$ cat config.mk
export PLATFORM = sky130hd
export DESIGN_NAME = board_top
export DESIGN_NICKNAME = d
export VERILOG_FILES = /design/src/design/board_pkg.sv /design/src/design/board_settings_if.sv /design/src/design/board_settings.sv /design/src/design/board_top.sv /design/src/design/game_reset_seq.sv /design/src/design/player_input_map.sv /design/src/design/video_color_out.sv
export SDC_FILE = /design/constraint.sdc
export NUM_CORES = 1
export LEC_CHECK = 0
export BUFFER_PORTS_ARGS = -buffer_cell sky130_fd_sc_hd__clkbuf_2
export CAP_MARGIN = 5
export CORE_MARGIN = 2
export CORE_UTILIZATION = 35
export DETAILED_ROUTE_END_ITERATION = 16
export GPL_TIMING_DRIVEN = 0
export PLACE_DENSITY = 0.7
export SLEW_MARGIN = 10
export SYNTH_ARGS = -nofsm -noshare
export SYNTH_HDL_FRONTEND = slang
export SYNTH_HIERARCHICAL = 1
export SYNTH_SLANG_ARGS = --single-unit
export TNS_END_PERCENT = 30
$ cat constraint.sdc
create_clock -name clk_sys -period 2.3 [get_ports clk_sys]
set_clock_uncertainty 0.05 [all_clocks]
set_input_delay 0.46 -clock clk_sys [delete_from_list [all_inputs] [get_ports clk_sys]]
set_output_delay 0.46 -clock clk_sys [all_outputs]
set_load 0.02 [all_outputs]
$ cat src/design/board_pkg.sv
package board_pkg;

    // Game video
    localparam int color_w = 4;               // Bits per game color channel
    typedef logic [color_w-1:0] color_t;
    typedef logic [7:0]         rgb8_t;        // Output channel

    // Joystick buses
    localparam int joy_board_w = 16;
    typedef logic [joy_board_w-1:0] joy_board_t;

    localparam int joy_game_w = 10;
    typedef logic [joy_game_w-1:0] joy_game_t;

    // OSD status word and the settings it holds
    localparam int status_w = 32;
    typedef logic [status_w-1:0] status_t;

    localparam int st_rotate_bit = 2;
    localparam int st_flip_bit   = 3;
    localparam int st_pause_bit  = 4;
    localparam int st_test_bit   = 5;

    // Game side inputs idle high
    localparam bit active_low_inputs = 1'b1;

    // Game reset stretch, in clk_sys cycles after the last trigger
    localparam int game_rst_cycles = 16;
    typedef logic [4:0] rst_cnt_t;

    // Graphics layer enables
    localparam int gfx_layers = 4;
    typedef logic [gfx_layers-1:0] gfx_t;

endpackage

$ cat src/design/board_settings_if.sv
`timescale 1ns/1ps

interface board_settings_if;

    logic rot_control;   // Rotate joystick directions
    logic dip_flip;      // Screen flip, a change restarts the game
    logic dip_pause;     // Active low
    logic dip_test;

    modport src (
        output rot_control,
        output dip_flip,
        output dip_pause,
        output dip_test
    );

    modport snk (
        input rot_control,
        input dip_flip,
        input dip_pause,
        input dip_test
    );

endinterface

$ cat src/design/board_settings.sv
`timescale 1ns/1ps

module board_settings (
    input  logic                clk_sys,
    input  logic                rst,
    input  board_pkg::status_t  status,
    input  logic                game_pause,
    board_settings_if.src       settings
);
    import board_pkg::*;

    logic pause_req;

    // Either the OSD or the player can hold the game
    assign pause_req = status[st_pause_bit] | game_pause;

    always_ff @(posedge clk_sys) begin
        if (rst) begin
            settings.rot_control <= 1'b0;
            settings.dip_flip    <= 1'b0;
            settings.dip_test    <= 1'b0;
            settings.dip_pause   <= 1'b1;    // Running
        end else begin
            settings.rot_control <= status[st_rotate_bit];
            settings.dip_flip    <= status[st_flip_bit];
            settings.dip_test    <= status[st_test_bit];
            settings.dip_pause   <= ~pause_req;
        end
    end

    // A pause held by the player reaches the game within a cycle
    a_pause_reaches_dip : assert property (
        @(posedge clk_sys) disable iff (rst)
        game_pause && $past(game_pause) |-> !settings.dip_pause
    ) else $error("dip_pause high while game_pause held");

endmodule

$ cat src/design/board_top.sv
`timescale 1ns/1ps

module board_top (
    input  logic                  clk_sys,
    input  logic                  rst,
    // Reset triggers
    input  logic                  downloading,
    input  logic                  rst_req,
    output logic                  game_rst,
    // OSD settings
    input  board_pkg::status_t    status,
    output logic                  dip_flip,
    output logic                  dip_pause,
    output logic                  dip_test,
    // Player inputs
    input  board_pkg::joy_board_t board_joystick1,
    input  board_pkg::joy_board_t board_joystick2,
    input  logic [1:0]            key_coin,
    input  logic [1:0]            key_start,
    input  logic                  key_pause,
    input  logic                  key_reset,
    input  logic                  key_service,
    input  board_pkg::gfx_t       key_gfx,
    output board_pkg::joy_game_t  game_joystick1,
    output board_pkg::joy_game_t  game_joystick2,
    output logic [1:0]            game_coin,
    output logic [1:0]            game_start,
    output logic                  game_service,
    output logic                  game_pause,
    output board_pkg::gfx_t       gfx_en,
    // Video
    input  logic                  pxl_cen,
    input  board_pkg::color_t     game_r,
    input  board_pkg::color_t     game_g,
    input  board_pkg::color_t     game_b,
    input  logic                  lhbl,
    input  logic                  lvbl,
    input  logic                  hs,
    input  logic                  vs,
    output board_pkg::rgb8_t      vid_r,
    output board_pkg::rgb8_t      vid_g,
    output board_pkg::rgb8_t      vid_b,
    output logic                  vid_hs,
    output logic                  vid_vs,
    output logic                  vid_de
);

    logic soft_rst;

    board_settings_if settings ();

    assign dip_flip  = settings.dip_flip;
    assign dip_pause = settings.dip_pause;
    assign dip_test  = settings.dip_test;

    board_settings u_settings (
        .clk_sys    ( clk_sys    ),
        .rst        ( rst        ),
        .status     ( status     ),
        .game_pause ( game_pause ),
        .settings   ( settings   )
    );

    game_reset_seq u_reset (
        .clk_sys     ( clk_sys     ),
        .rst         ( rst         ),
        .downloading ( downloading ),
        .rst_req     ( rst_req     ),
        .soft_rst    ( soft_rst    ),
        .settings    ( settings    ),
        .game_rst    ( game_rst    )
    );

    player_input_map u_inputs (
        .clk_sys         ( clk_sys         ),
        .rst             ( rst             ),
        .board_joystick1 ( board_joystick1 ),
        .board_joystick2 ( board_joystick2 ),
        .key_coin        ( key_coin        ),
        .key_start       ( key_start       ),
        .key_pause       ( key_pause       ),
        .key_reset       ( key_reset       ),
        .key_service     ( key_service     ),
        .key_gfx         ( key_gfx         ),
        .settings        ( settings        ),
        .game_joystick1  ( game_joystick1  ),
        .game_joystick2  ( game_joystick2  ),
        .game_coin       ( game_coin       ),
        .game_start      ( game_start      ),
        .game_service    ( game_service    ),
        .game_pause      ( game_pause      ),
        .soft_rst        ( soft_rst        ),
        .gfx_en          ( gfx_en          )
    );

    video_color_out u_video (
        .clk_sys ( clk_sys ),
        .rst     ( rst     ),
        .pxl_cen ( pxl_cen ),
        .game_r  ( game_r  ),
        .game_g  ( game_g  ),
        .game_b  ( game_b  ),
        .lhbl    ( lhbl    ),
        .lvbl    ( lvbl    ),
        .hs      ( hs      ),
        .vs      ( vs      ),
        .vid_r   ( vid_r   ),
        .vid_g   ( vid_g   ),
        .vid_b   ( vid_b   ),
        .vid_hs  ( vid_hs  ),
        .vid_vs  ( vid_vs  ),
        .vid_de  ( vid_de  )
    );

endmodule

$ cat src/design/game_reset_seq.sv
`timescale 1ns/1ps

module game_reset_seq (
    input  logic          clk_sys,
    input  logic          rst,
    input  logic          downloading,   // ROM load in progress
    input  logic          rst_req,
    input  logic          soft_rst,      // One cycle pulse from the keyboard
    board_settings_if.snk settings,
    output logic          game_rst
);
    import board_pkg::*;

    logic     last_flip;
    logic     flip_change;
    logic     trigger;
    rst_cnt_t rst_cnt;

    assign flip_change = settings.dip_flip != last_flip;

    // Any of these restarts the stretch
    assign trigger = rst | downloading | rst_req | soft_rst | flip_change;

    always_ff @(posedge clk_sys) begin
        last_flip <= settings.dip_flip;
    end

    // Counter starts at one so the final count matches the stretch length
    always_ff @(posedge clk_sys) begin
        if (trigger) begin
            rst_cnt  <= rst_cnt_t'(1);
            game_rst <= 1'b1;
        end else if (rst_cnt != rst_cnt_t'(game_rst_cycles)) begin
            rst_cnt  <= rst_cnt + rst_cnt_t'(1);
            game_rst <= 1'b1;
        end else begin
            game_rst <= 1'b0;       // Stretch done, counter parks here
        end
    end

    // Board reset always reaches the game
    a_rst_to_game_rst : assert property (
        @(posedge clk_sys) rst |=> game_rst
    ) else $error("game_rst low after rst");

endmodule

$ cat src/design/player_input_map.sv
`timescale 1ns/1ps

module player_input_map #(
    parameter int three_buttons = 0
) (
    input  logic                  clk_sys,
    input  logic                  rst,
    input  board_pkg::joy_board_t board_joystick1,
    input  board_pkg::joy_board_t board_joystick2,
    input  logic [1:0]            key_coin,
    input  logic [1:0]            key_start,
    input  logic                  key_pause,
    input  logic                  key_reset,
    input  logic                  key_service,
    input  board_pkg::gfx_t       key_gfx,
    board_settings_if.snk         settings,
    output board_pkg::joy_game_t  game_joystick1,
    output board_pkg::joy_game_t  game_joystick2,
    output logic [1:0]            game_coin,
    output logic [1:0]            game_start,
    output logic                  game_service,
    output logic                  game_pause,
    output logic                  soft_rst,
    output board_pkg::gfx_t       gfx_en
);
    import board_pkg::*;

    // A third fire button pushes the system bits up by one
    localparam int start1_bit = 6 + three_buttons;
    localparam int start2_bit = 7 + three_buttons;
    localparam int coin_bit   = 8 + three_buttons;
    localparam int pause_bit  = 9 + three_buttons;

    localparam joy_game_t  joy_mask  = {joy_game_w{active_low_inputs}};
    localparam logic [1:0] pair_mask = {2{active_low_inputs}};

    joy_board_t joy1_sync;
    joy_board_t joy2_sync;
    logic       joy_pause;
    logic       last_pause;
    logic       last_joypause;
    logic       last_reset;
    gfx_t       last_gfx;
    gfx_t       gfx_rise;
    logic [1:0] start_any;
    logic [1:0] coin_any;

    // Swaps the direction bits for a rotated screen
    function automatic joy_game_t apply_rotation(input joy_game_t joy, input logic rot);
        joy_game_t rotated;
        rotated = {joy[9:4], joy[0], joy[1], joy[3], joy[2]};
        return rot ? rotated : joy;
    endfunction

    // Input register, boards drive these asynchronously
    always_ff @(posedge clk_sys) begin
        joy1_sync <= board_joystick1;
        joy2_sync <= board_joystick2;
    end

    assign joy_pause = joy1_sync[pause_bit] | joy2_sync[pause_bit];
    assign gfx_rise  = key_gfx & ~last_gfx;

    assign start_any = {joy1_sync[start2_bit], joy1_sync[start1_bit]}
                     | {joy2_sync[start2_bit], joy2_sync[start1_bit]}
                     | key_start;
    assign coin_any  = {joy2_sync[coin_bit], joy1_sync[coin_bit]} | key_coin;

    always_ff @(posedge clk_sys) begin
        if (rst) begin
            game_joystick1 <= joy_mask;      // Idle in game polarity
            game_joystick2 <= joy_mask;
            game_coin      <= pair_mask;
            game_start     <= pair_mask;
            game_service   <= active_low_inputs;
        end else begin
            game_joystick1 <= apply_rotation(joy1_sync[joy_game_w-1:0],
                                             settings.rot_control) ^ joy_mask;
            game_joystick2 <= apply_rotation(joy2_sync[joy_game_w-1:0],
                                             settings.rot_control) ^ joy_mask;
            game_coin      <= coin_any ^ pair_mask;
            game_start     <= start_any ^ pair_mask;
            game_service   <= key_service ^ active_low_inputs;
        end
    end

    // Edge detectors for the toggle keys
    always_ff @(posedge clk_sys) begin
        if (rst) begin
            last_pause    <= 1'b0;
            last_joypause <= 1'b0;
            last_reset    <= 1'b0;
            last_gfx      <= '0;
            game_pause    <= 1'b0;
            soft_rst      <= 1'b0;
            gfx_en        <= '1;     // All layers on
        end else begin
            last_pause    <= key_pause;
            last_joypause <= joy_pause;
            last_reset    <= key_reset;
            last_gfx      <= key_gfx;
            soft_rst      <= key_reset && !last_reset;
            gfx_en        <= gfx_en ^ gfx_rise;
            if ((key_pause && !last_pause) || (joy_pause && !last_joypause)) begin
                game_pause <= ~game_pause;
            end
        end
    end

    // The game reset sequencer expects a single pulse per key press
    a_soft_rst_pulse : assert property (
        @(posedge clk_sys) disable iff (rst)
        soft_rst |=> !soft_rst
    ) else $error("soft_rst held for two cycles");

endmodule

$ cat src/design/video_color_out.sv
`timescale 1ns/1ps

module video_color_out (
    input  logic              clk_sys,
    input  logic              rst,
    input  logic              pxl_cen,     // Pixel clock enable
    input  board_pkg::color_t game_r,
    input  board_pkg::color_t game_g,
    input  board_pkg::color_t game_b,
    input  logic              lhbl,        // Low during horizontal blank
    input  logic              lvbl,        // Low during vertical blank
    input  logic              hs,
    input  logic              vs,
    output board_pkg::rgb8_t  vid_r,
    output board_pkg::rgb8_t  vid_g,
    output board_pkg::rgb8_t  vid_b,
    output logic              vid_hs,
    output logic              vid_vs,
    output logic              vid_de
);
    import board_pkg::*;

    // Repeats the channel from its MSB down so full scale stays full scale
    function automatic rgb8_t extend8(input color_t c);
        rgb8_t e;
        for (int i = 0; i < 8; i++) begin
            e[7-i] = c[color_w - 1 - (i % color_w)];
        end
        return e;
    endfunction

    always_ff @(posedge clk_sys) begin
        if (pxl_cen) begin
            vid_r <= extend8(game_r);
            vid_g <= extend8(game_g);
            vid_b <= extend8(game_b);
        end
    end

    always_ff @(posedge clk_sys) begin
        if (rst) begin
            vid_hs <= 1'b0;
            vid_vs <= 1'b0;
            vid_de <= 1'b0;
        end else if (pxl_cen) begin
            vid_hs <= hs;
            vid_vs <= vs;
            vid_de <= lhbl & lvbl;   // Visible area only
        end
    end

endmodule

# Word level (Yosys, flattened, before mapping)
# Index checks and enable logic that the tools add are counted.
# W data, S select, Z words.
[word_totals] word_cells=60 ff_bits=96
[classes] n_reduce_logical=7 n_bitwise=20 n_addsub=1 n_eq_ne=2 muxes=3
[ops] cell="$not A10 Y10" count=2
[ops] cell="$mux W4" count=2
[ops] cell="$or A1 B1 Y1" count=6
[ops] cell="$or A2 B2 Y2" count=3
[ops] cell="$add A5 B1 Y5 const B" count=1
[ops] cell="$ne A5 B5 Y1 const B" count=1
[ops] cell="$and A4 B4 Y4" count=1
[ops] cell="$not A2 Y2" count=2
[ops] cell="$not A4 Y4" count=1
[ops] cell="$xor A4 B4 Y4" count=1
[ops] cell="$logic_and A1 B1 Y1" count=3
[ops] cell="$logic_not A1 Y1" count=3
[ops] cell="$not A1 Y1" count=3
[ops] cell="$and A1 B1 Y1" count=1
[ops] cell="$logic_or A1 B1 Y1" count=1
[ops] cell="$mux W1" count=1
[ops] cell="$ne A1 B1 Y1" count=1

# Depth between registers and ports, before layout
# Gate-level depths: netlist (run 1).
[depth] ltp_word=4 mapped_depth=6 depth_no_buf=5

# Cells and area by module
# Netlist (run 1), hierarchy kept.
[by_module_without_submodules] module="player_input_map" instances=1 area_each_um2=1607.8 seq_area_each_um2=1161.1 cells_each=123
[by_module_without_submodules] module="video_color_out" instances=1 area_each_um2=554.3 seq_area_each_um2=420.4 cells_each=34
[by_module_without_submodules] module="game_reset_seq" instances=1 area_each_um2=306.5 seq_area_each_um2=140.1 cells_each=29
[by_module_without_submodules] module="board_settings" instances=1 area_each_um2=106.4 seq_area_each_um2=80.1 cells_each=8

# Worst setup path after synthesis (run 1)
# OpenSTA, ideal clock, no wires.
[synth_timing] path_kind="register to register" start="register u_reset.rst_cnt[0]" end="register u_reset.rst_cnt[0]" synth_period_minus_slack_ns=1.287 setup_time_ns=0.132 arrival_ns=1.104 setup_slack_ns=1.013 required_time_ns=2.118 stages_incl_launch_ff=7 path_cell_list="dfxtp_1 -> inv_1 -> ha_1 -> and4bb_2 -> buf_2 -> xnor2_1 -> nand3_1"
[synth_via] elab_chain_cells=1 elab_cells_between_ends=2 classes_between="add/sub (1); eq/ne (1)"
[synth_lines] element="start, declared" line="game_reset_seq.sv:17" rtl="rst_cnt_t rst_cnt;"
[synth_lines] element="start signal, assigned" line="game_reset_seq.sv:31" rtl="rst_cnt <= rst_cnt_t'(1);"
[synth_lines] element="start signal, assigned" line="game_reset_seq.sv:34" rtl="rst_cnt <= rst_cnt + rst_cnt_t'(1);"
[synth_lines] element="$add A5 B1 Y5 / $ne A5 B5 Y1 (equally long branches)" line="game_reset_seq.sv:34, game_reset_seq.sv:33"
# Several ways; a longest one is shown, not always the timed one.
# A chain may end at the register's enable or synchronous reset.

# Worst setup path after layout (run 1)
[layout_timing] start="register u_video.vid_b[4]" end="output vid_b[4]"
[layout_rtl] element="start, declared" line="video_color_out.sv:16" rtl="output board_pkg::rgb8_t vid_b,"
[layout_rtl] element="start signal, assigned" line="video_color_out.sv:36" rtl="vid_b <= extend8(game_b);"
[layout_rtl] element="end, declared" line="board_top.sv:42" rtl="output board_pkg::rgb8_t vid_b,"
# No word-level cell between the ends.

==> impl_metrics.json, run 1 <==
{
  "die_height_um": 89.8,
  "synth_top_area_share_pct": 56.0,
  "crit_family": "flip-flops",
  "cp_max_fo": 2,
  "cp-start-kind": "register",
  "synth.distinct_cells": 23,
  "fp-row-count": 31,
  "rsz0062_at_grt": "false",
  "end_kind": "primary output",
  "drtIter0Drc": 27,
  "power_switching_share_pct": 23.9,
  "fp.coreArea_mm2": 0.00718,
  "yosysSeqAreaShare_pct": 70.0,
  "grt_pass1_vias": 1610,
  "track_usage_pct": 12.2,
  "syn-cell-area_mm2": 0.00257,
  "clk_pin_slew_ns": 0.08,
  "finalCritPeriodShare_pct": 66.8,
  "syn_inst": 194,
  "tns_ns": 0,
  "avgViaCountPerCell": 4.09,
  "drv_slew": 0,
  "synth-seq-cells": 84,
  "cts_hold_buffers": 0,
  "worstHoldStart": "board_joystick2[6]",
  "cts_resized": 0,
  "insertion_delay_ns": 0.34,
  "drtAntennaViolNets": 0,
  "ir_drop_v": 0.000371,
  "critPathBufInv": 2,
  "ys_warn_count": 6,
  "dr.pass1.iters": 2,
  "cp_slowest_cell": "edfxtp_1",
  "power_frac_comb_pct": 11.4,
  "syn-num-nets": 292,
  "overflow": 0,
  "yosysMostFrequentCell": "dfxtp_1",
  "p_int_w": 0.00223,
  "maxCapViolations": 0,
  "area.sequential_mm2": 0.00180,
  "slew_headroom_pct": 69.8,
  "antenna_found_initial": 0,
  "wl_um": 4740,
  "synth_area_leader_cell": "dfxtp_1",
  "wl_per_cell_um": 11.1,
  "clock_sinks": 84,
  "io_buffers": 116,
  "holdWs_ns": 0.167,
  "synth_area_per_cell_um2": 13.3,
  "reg2reg_to": "u_reset/rst_cnt[0]",
  "area_growth_pct": 34.5,
  "die-area_mm2": 0.00806,
  "clkPwrFrac_pct": 33.2,
  "drc_errors": 0,
  "whs_endpoint": "u_inputs/joy2_sync[6]",
  "numCtsBuffers": 9,
  "n_fill_cell": 671,
  "setup_violations": 0,
  "dpl.cell_count": 409,
  "nNetsFinal": 419,
  "synth_edf_count": 12,
  "cts_tree": "built",
  "max_freq_mhz": 651,
  "die_x_um": 89.8,
  "rr_startpoint": "u_reset/rst_cnt[0]",
  "tightestPinTransition_ns": 0.453,
  "p_sw_w": 0.000698,
  "synth_ff_type": "dfxtp_1",
  "required_ns": 1.79,
  "grt_max_degree": 18,
  "max-clock-path-buffers": 2,
  "postSynth.asyncResetShare_pct": 0,
  "critPathArrivalTime_ns": 1.03,
  "cts_root_buf": "clkbuf_8",
  "grt_pass1_wl_um": 7670,
  "critPathMaxStageDelay_ns": 0.40,
  "multi_input_area_um2": 641,
  "htreeDepth": 3,
  "dpl.hpwl_um": 3470,
  "hold_violations": 0,
  "reg2regPathDepth": 6,
  "final_layout_size_suffix_gt1_share_pct": 46.0,
  "ys_top_cells_by_area": "dfxtp_1 56%, edfxtp_1 14%, nand2b_1 4.6%, mux2i_1 4.3%, buf_4 3.5%",
  "worstHoldPathCells": 1,
  "post_cts_buffers": 0,
  "layout_min_cycle_time_ns": 1.54,
  "antenna_cells": 0,
  "via_count": 1738,
  "hold_path_class": "in -> reg",
  "synth_common_cells": "72 x dfxtp_1, 19 x nand2b_1, 14 x nor2b_1",
  "regToRegSetupSlack_ns": 0.90,
  "crit_chain": "buf_4, clkbuf_2",
  "final_core_util_pct": 48.2,
  "seq_power_share_pct": 55.3,
  "pin_count": 157,
  "initial_core_util_pct": 35.9,
  "power_density_mw_per_mm2": 844,
  "p_leak_nw": 1.60,
  "status": "completed",
  "criticalPathCategory": "reg -> out",
  "fin_cells": 425,
  "routabilityCongestion": 0.703
}
flip-flops by register name (all words and copies together) (netlist names), 2 cells and up:
signal / flops
u_inputs/game_coin: 2
u_inputs/game_joystick1: 10
u_inputs/game_joystick2: 10
u_inputs/game_start: 2
u_inputs/gfx_en: 4
u_inputs/joy1_sync: 10
u_inputs/joy2_sync: 10
u_inputs/last_gfx: 4
u_reset/rst_cnt: 5
u_video/vid_b: 4
u_video/vid_g: 4
u_video/vid_r: 4
cell families (layout without fill, tap and decap cells):
logic type               count (synthesis)  after routing  share of synthesized area, %
buffers and inverters                   20            152                          5.15
multiplexers                            11             11                          4.28
adder cells (fa/ha/maj)                  2              2                         0.972
AND/OR/NAND/NOR                         62             62                          15.0
XOR/XNOR                                 9              9                          3.06
AO/OA/AOI/OAI                            6              6                          1.55
flip-flops                              84             84                          70.0
cell type report:
| class | count | area share, % |
|---|---|---|
| clock buffers | 11 | 3.79 |
| repair buffers | 116 | 16.8 |
| flip-flops and latches | 84 | 52.0 |
| clock inverters | 5 | 1.48 |
| well taps | 99 | 3.58 |
| plain buffers | 17 | 3.51 |
| multi-input cells | 90 | 18.5 |
| inverters | 3 | 0.325 |
how the worst max path moves through the flow:
stage,cells after the start,slack [ns],from,to
finish,2,0.76,u_video/vid_b[4],vid_b[4]
global route,2,0.70,u_video/vid_g[4],vid_g[4]
CTS,2,0.73,u_video/vid_b[4],vid_b[4]
detailed placement,4,0.63,rst,u_reset/rst_cnt[3]
global placement,4,0.65,rst,u_reset/rst_cnt[3]
floorplan,6,1.01,u_reset/rst_cnt[0],u_reset/rst_cnt[0]
stage by stage:
stage	setup slack, ns	instance area (µm²)	power (W)
after floorplan	1.01	2570	0.00184
after CTS	0.725	3460	0.00298
final	0.763	3460	0.00292
after global routing	0.702	3460	0.00306
after global placement	0.646	3280	0.00198
after detailed placement	0.625	3280	0.00199
per-layer routing:
layer  vias up  global-route usage, %  part of all wire [%]
met4         0                   8.08                   3.0
li1        869                      -                     -
met2        87                   19.9                    47
met5         -                      0                     0
met3        14                   4.44                   9.8
met1       768                   13.5                    40
cells in the final DEF (no fill, tap or decap):
cell type and count:
nor3_1 4, or2_1 10, edfxtp_1 12, buf_4 12, nor4_4 1, and3_1 1
nand2b_1 19, xnor2_1 7, clkinv_2 3, nor2b_1 14, clkbuf_2 116, nor2_1 4
buf_6 1, o21bai_1 4, clkbuf_1 2, and4bb_2 1, bufinv_16 1, buf_2 4
clkbuf_8 9, a21oi_1 2, inv_4 1, nand3_1 5, inv_1 3, nand2_1 2
mux2i_1 11, xor2_1 2, dfxtp_1 72, ha_1 2, nor3_2 1
power groups by stage:
| stage | clock network (W) | registers, W | logic (W) |
|---|---|---|---|
| 2_1_floorplan | 0 | 0.00172 | 0.000122 |
| 3_3_place_gp | 0 | 0.00165 | 0.000334 |
| 3_5_place_dp | 0 | 0.00165 | 0.000338 |
| 4_1_cts | 0.00102 | 0.00162 | 0.000340 |
| 5_1_grt | 0.00107 | 0.00163 | 0.000360 |
| 6_report | 0.000972 | 0.00162 | 0.000335 |
Note: power is estimated with default switching activity, not from simulation.
==> run 2: changes to the inputs <==
- clock period: 2.3 -> 1.48 ns (I/O delays scaled with it)
==> run 2 against run 1 <==
- non-clock buffer count rose by 20
- register-to-register slack got worse by 0.79 ns
- flip-flop and latch count did not move
- critical path type is now reg -> reg
- critical endpoint is now u_reset/rst_cnt[0]
- largest cell class unchanged
- highest routed layer unchanged
==> impl_metrics.json, run 2 (synthesis results as in run 1) <==
{
  "status": "completed",
  "reg2reg_to": "u_reset/rst_cnt[0]",
  "clkPwrFrac_pct": 32.9,
  "final_core_util_pct": 51.1,
  "antenna_found_initial": 0,
  "final_layout_size_suffix_gt1_share_pct": 43.9,
  "tightestPinTransition_ns": 0.448,
  "htreeDepth": 3,
  "antenna_cells": 0,
  "avgViaCountPerCell": 4.10,
  "p_leak_nw": 1.69,
  "setup_violations": 0,
  "overflow": 0,
  "grt_pass1_wl_um": 8010,
  "cp-endpoint": "u_reset/rst_cnt[0]",
  "placed_area_mm2": 0.00328,
  "critPathArrivalTime_ns": 1.53,
  "p_sw_w": 0.00109,
  "max_freq_mhz": 727,
  "io_buffers": 116,
  "p_total_w": 0.00459,
  "ir_drop_v": 0.000587,
  "nNetsFinal": 439,
  "p_int_w": 0.00349,
  "drv_slew": 0,
  "cp_max_fo": 5,
  "wl_um": 5000,
  "post_cts_buffers": 0,
  "n_fill_cell": 645,
  "drtAntennaViolNets": 0,
  "slew_headroom_pct": 70.2,
  "max-clock-path-buffers": 2,
  "die_x_um": 89.8,
  "power_density_mw_per_mm2": 1250,
  "final_cell_mix": "116 x clkbuf_2, 70 x dfxtp_1, 20 x dlygate4sd3_1, 19 x nand2b_1, 14 x nor2b_1",
  "wl_per_cell_um": 11.2,
  "pin_count": 157,
  "fp.coreArea_mm2": 0.00718,
  "power_frac_comb_pct": 12.3,
  "die_height_um": 89.8,
  "power_switching_share_pct": 23.8,
  "dp_worst_setup_slack_ns": -0.0309,
  "cp-start-kind": "register",
  "end_kind": "register",
  "routabilityCongestion": 0.703,
  "grt_pass1_vias": 1717,
  "criticalPathCategory": "reg -> reg",
  "cts_root_buf": "clkbuf_8",
  "layout_min_cycle_time_ns": 1.37,
  "cts_tree": "built",
  "drc_errors": 0,
  "hold_violations": 0,
  "insertion_delay_ns": 0.34,
  "rsz0062_at_grt": "false",
  "initial_core_util_pct": 35.9,
  "crit_chain": "inv_1, ha_1, and4bb_2, buf_2, xnor2_1, nand3_1",
  "die-area_mm2": 0.00806,
  "numCtsBuffers": 9,
  "cp_slowest_cell": "dfxtp_2",
  "regToRegSetupSlack_ns": 0.11,
  "finalCritPeriodShare_pct": 92.9,
  "via_count": 1824,
  "reg2regPathDepth": 6,
  "maxCapViolations": 0,
  "hold_path_class": "in -> reg",
  "final_area_mm2": 0.00366,
  "layout_commonest_cell": "clkbuf_2",
  "clock_sinks": 84,
  "grt_max_degree": 18,
  "fp-row-count": 31,
  "drtIter0Drc": 27,
  "rr_startpoint": "u_reset/rst_cnt[0]",
  "clk_pin_slew_ns": 0.08,
  "tns_ns": 0,
  "seq_power_share_pct": 54.8,
  "track_usage_pct": 12.8,
  "critPathMaxStageDelay_ns": 0.34,
  "area_growth_pct": 42.3,
  "required_ns": 1.63,
  "finalWorstSetupSlack_ns": 0.105,
  "cp-startpoint": "u_reset/rst_cnt[0]",
  "dr.pass1.iters": 4,
  "dpl.hpwl_um": 3470
}
## run 2: changes by cell type in the layout (fill, tap and decap cells not counted), sizes merged
cell	delta
dlygate4sd3	+20
## run 2: metrics by stage
stage / instances / hold slack [ns]
global route: 445 / 0.0516
finish: 445 / 0.0628
global placement: 409 / 0.308
CTS: 445 / 0.0359
floorplan: 194 / 0.274
detailed placement: 409 / 0.311
## run 2: final cells by class
| cell class | instances | area (µm²) | area share, % |
|---|---|---|---|
| sequential | 84 | 1800 | 49.2 |
| timing repair buffer | 136 | 781 | 21.3 |
| multi-input combinational | 90 | 641 | 17.5 |
| clock buffer | 11 | 131 | 3.58 |
| tap | 99 | 124 | 3.38 |
| buffer | 17 | 121 | 3.31 |
| clock inverter | 5 | 51.3 | 1.40 |
| inverter | 3 | 11.3 | 0.307 |
## run 2: worst min path at each step
stage	to	slack, ns	start	cells past startpoint
after floorplan	u_inputs/joy1_sync[0]	0.27	board_joystick1[0]	0
after global placement	u_inputs/game_joystick1[5]	0.31	u_inputs/joy1_sync[5]	1
after detailed placement	u_inputs/game_joystick1[5]	0.31	u_inputs/joy1_sync[5]	1
after CTS	u_inputs/game_service	0.04	key_service	2
after global routing	u_video/vid_b[6]	0.05	game_b[2]	1
final	u_inputs/game_service	0.06	key_service	2
## run 2: power groups by stage
stage / registers (W) / logic (W) / clock network [W]
6_report: 0.00251 / 0.000563 / 0.00151
5_1_grt: 0.00253 / 0.000604 / 0.00167
4_1_cts: 0.00252 / 0.000570 / 0.00159
3_5_place_dp: 0.00257 / 0.000526 / 0
3_3_place_gp: 0.00256 / 0.000519 / 0
2_1_floorplan: 0.00267 / 0.000189 / 0
## run 2: critical path, delay by kind of cell, from the launching register on
| family | cells | cell delay, ns |
|---|---|---|
| xor gates and xnor gates | 1 | 0.14 |
| adders and majority gates | 1 | 0.20 |
| buffers and inverters | 2 | 0.22 |
| DFF | 1 | 0.34 |
| and+or+nand+nor | 2 | 0.30 |
## run 2: what timing repair did
action	CTS	global route
hold buffers	20	0
resized for setup	0	2
hold endpoints to repair	20	0
endpoints found under the setup margin	0	1
## run 2: per-layer routing
| metal | part of all wire, % | vias to the layer above | track usage [%] |
|---|---|---|---|
| met5 | 0 | - | 0 |
| met2 | 48 | 92 | 21.5 |
| li1 | - | 910 | - |
| met3 | 8.6 | 18 | 4.27 |
| met4 | 3.6 | 0 | 8.59 |
| met1 | 40 | 804 | 13.7 |
==> run 3: changes to the inputs <==
--- a/config.mk
+++ b/config.mk
@@ -13,2 +13,3 @@
 export GPL_TIMING_DRIVEN = 0
+export MAX_ROUTING_LAYER = met4
 export PLACE_DENSITY = 0.7
@@ -17,3 +18,2 @@
 export SYNTH_HDL_FRONTEND = slang
-export SYNTH_HIERARCHICAL = 1
 export SYNTH_SLANG_ARGS = --single-unit
--- a/constraint.sdc
+++ b/constraint.sdc
@@ -4,2 +4,2 @@
 set_output_delay 0.296 -clock clk_sys [all_outputs]
-set_load 0.02 [all_outputs]
+set_load 0.005 [all_outputs]
==> run 3 against run 2 <==
- flip-flop and latch count did not move
- largest cell class unchanged
- utilization shrank 0.14 points
- clock power about the same
- highest routed layer unchanged
- routed wire length fell by 3.2%
- die area decreased by 0.33%
==> impl_metrics.json, run 3 <==
{
  "regToRegSetupSlack_ns": 0.16,
  "die_x_um": 89.6,
  "grt_pass1_wl_um": 7260,
  "final_cell_mix": "116 x clkbuf_2, 72 x dfxtp_1, 20 x dlygate4sd3_1, 19 x nand2b_1, 14 x nor2b_1",
  "wl_per_cell_um": 10.9,
  "rr_startpoint": "u_reset.rst_cnt[0]",
  "dpl.hpwl_um": 3610,
  "tightestPinTransition_ns": 0.504,
  "p_int_w": 0.00349,
  "ys_warn_count": 0,
  "worstHoldStart": "key_service",
  "p_total_w": 0.00444,
  "slew_headroom_pct": 66.4,
  "maxCapViolations": 0,
  "insertion_delay_ns": 0.34,
  "criticalPathCategory": "reg -> out",
  "grt_pass1_vias": 1706,
  "dpl.cell_count": 409,
  "required_ns": 1.13,
  "numCtsBuffers": 9,
  "power_switching_share_pct": 21.5,
  "final_layout_size_suffix_gt1_share_pct": 44.8,
  "critPathArrivalTime_ns": 0.98,
  "synth_area_per_cell_um2": 13.2,
  "syn_inst": 194,
  "cts_resized": 0,
  "pin_count": 157,
  "whs_endpoint": "u_inputs.game_service",
  "cts_root_buf": "clkbuf_8",
  "status": "completed",
  "synth.distinct_cells": 24,
  "track_usage_pct": 12.7,
  "fin_cells": 445,
  "synth_top_area_share_pct": 56.2,
  "p_leak_nw": 1.67,
  "die_height_um": 89.6,
  "initial_core_util_pct": 35.8,
  "seq_power_share_pct": 56.5,
  "htreeDepth": 3,
  "overflow": 0,
  "synth_ff_type": "dfxtp_1",
  "hold_path_class": "in -> reg",
  "fp-row-count": 31,
  "syn-num-nets": 292,
  "layout_min_cycle_time_ns": 1.33,
  "finalCritPeriodShare_pct": 89.7,
  "die-area_mm2": 0.00803,
  "power_density_mw_per_mm2": 1220,
  "grt_max_degree": 17,
  "area_growth_pct": 42.4,
  "fp.coreArea_mm2": 0.00718,
  "rsz0062_at_grt": "false",
  "hold_violations": 0,
  "final_area_mm2": 0.00365,
  "wl_um": 4840,
  "synth_edf_count": 12,
  "cp-start-kind": "register",
  "yosysSeqAreaShare_pct": 70.2,
  "clkPwrFrac_pct": 33.9,
  "setup_violations": 0,
  "reg2reg_to": "u_reset.rst_cnt[0]",
  "cts_tree": "built",
  "cp_max_fo": 2,
  "io_buffers": 116,
  "drc_errors": 0,
  "clock_sinks": 84,
  "avgViaCountPerCell": 4.07,
  "worstHoldPathCells": 2,
  "placed_area_mm2": 0.00327,
  "clk_pin_slew_ns": 0.08,
  "ir_drop_v": 0.000584,
  "reg2regPathDepth": 5,
  "drtIter0Drc": 22,
  "antenna_found_initial": 0,
  "synth_area_leader_cell": "dfxtp_1",
  "max_freq_mhz": 753,
  "dr.pass1.iters": 2,
  "synth_common_cells": "72 x dfxtp_1, 19 x nand2b_1, 14 x nor2b_1",
  "drtAntennaViolNets": 0,
  "p_sw_w": 0.000953,
  "synth-seq-cells": 84,
  "yosysMostFrequentCell": "dfxtp_1",
  "layout_commonest_cell": "clkbuf_2",
  "routabilityCongestion": 0.685,
  "via_count": 1809,
  "cp-startpoint": "u_video.vid_r[3]",
  "drv_slew": 0,
  "power_frac_comb_pct": 9.6,
  "max-clock-path-buffers": 2,
  "end_kind": "primary output",
  "syn-cell-area_mm2": 0.00257,
  "postSynth.asyncResetShare_pct": 0,
  "ys_top_cells_by_area": "dfxtp_1 56%, edfxtp_1 14%, nand2b_1 4.6%, mux2i_1 4.3%, buf_4 3.5%",
  "antenna_cells": 0,
  "nNetsFinal": 439,
  "tns_ns": 0
}
## run 3: cell types whose count changed in the layout (fill, tap and decap cells not counted), moves of 2 or more
cell | previous run | this run
dfxtp_1 | 70 | 72
dfxtp_2 | 2 | 0
clkbuf_1 | 2 | 5
or2_1 | 10 | 0
clkinv_1 | 0 | 2
clkinvlp_4 | 0 | 2
or2_2 | 0 | 10
clkinv_2 | 3 | 0
buf_2 | 4 | 2
## run 3: repair_timing
action                                 in CTS  in global routing
hold buffers                               19                  1
endpoints found under the hold margin      19                  1
buffers inserted                            0                  0
## run 3: worst max-delay path by stage
| stage | slack (ns) | cells after the start | endpoint |
|---|---|---|---|
| after floorplan | 0.27 | 5 | u_reset.rst_cnt[0] |
| after global placement | 0.14 | 3 | u_inputs.game_joystick2[1] |
| after detailed placement | 0.11 | 3 | u_inputs.game_joystick2[1] |
| after CTS | 0.11 | 2 | vid_r[7] |
| after global routing | 0.07 | 2 | vid_b[4] |
| final | 0.15 | 2 | vid_r[7] |
## run 3: cell type report
cell class,count,area [µm²]
Buffer,17,111
Clock buffer,11,131
Sequential cell,84,1800
Fill cell,648,3520
Timing Repair Buffer,136,781
Tap cell,99,124
Inverter,3,11.3
Clock inverter,5,52.6
Multi-Input combinational cell,90,642
## run 3: per-layer routing
metal	track usage (%)	vias to the layer above	share of wire, %
li1	-	906	-
met1	12.6	806	40
met2	21.3	89	47
met3	4.94	8	10
met4	6.92	0	2.2
met5	-	-	0
## run 3: critical path: stages (launching register included)
cell and delay, ns:
edfxtp_1 0.40, buf_4 0.15, clkbuf_2 0.10
## run 3: metrics by stage
step                utilization, %  hold slack, ns  setup WS (ns)
floorplan                        -           0.274          0.270
global placement              45.6           0.307          0.145
detailed placement            45.6           0.312          0.113
CTS                           50.8         0.00229          0.110
global route                  50.9          0.0517         0.0731
finish                        50.9          0.0757          0.153
## run 3: power by group through the flow
| stage | logic [W] | clock network [W] | registers [W] |
|---|---|---|---|
| finish | 0.000428 | 0.00150 | 0.00251 |
| global route | 0.000485 | 0.00167 | 0.00253 |
| CTS | 0.000436 | 0.00157 | 0.00251 |
| detailed placement | 0.000395 | 0 | 0.00256 |
| global placement | 0.000386 | 0 | 0.00256 |
| floorplan | 0.000161 | 0 | 0.00257 |
## run 3: kinds of logic (layout without fill, tap and decap cells)
family	count (synthesis)	after routing	share of synthesized area, %
AO/OA/AOI/OAI	6	6	1.56
AND/OR/NAND/NOR	62	62	15.1
flip-flops	84	84	70.2
multiplexers	11	11	4.29
buffers and inverters	20	172	4.78
XOR/XNOR	9	9	3.07
adder cells (fa/ha/maj)	2	2	0.975
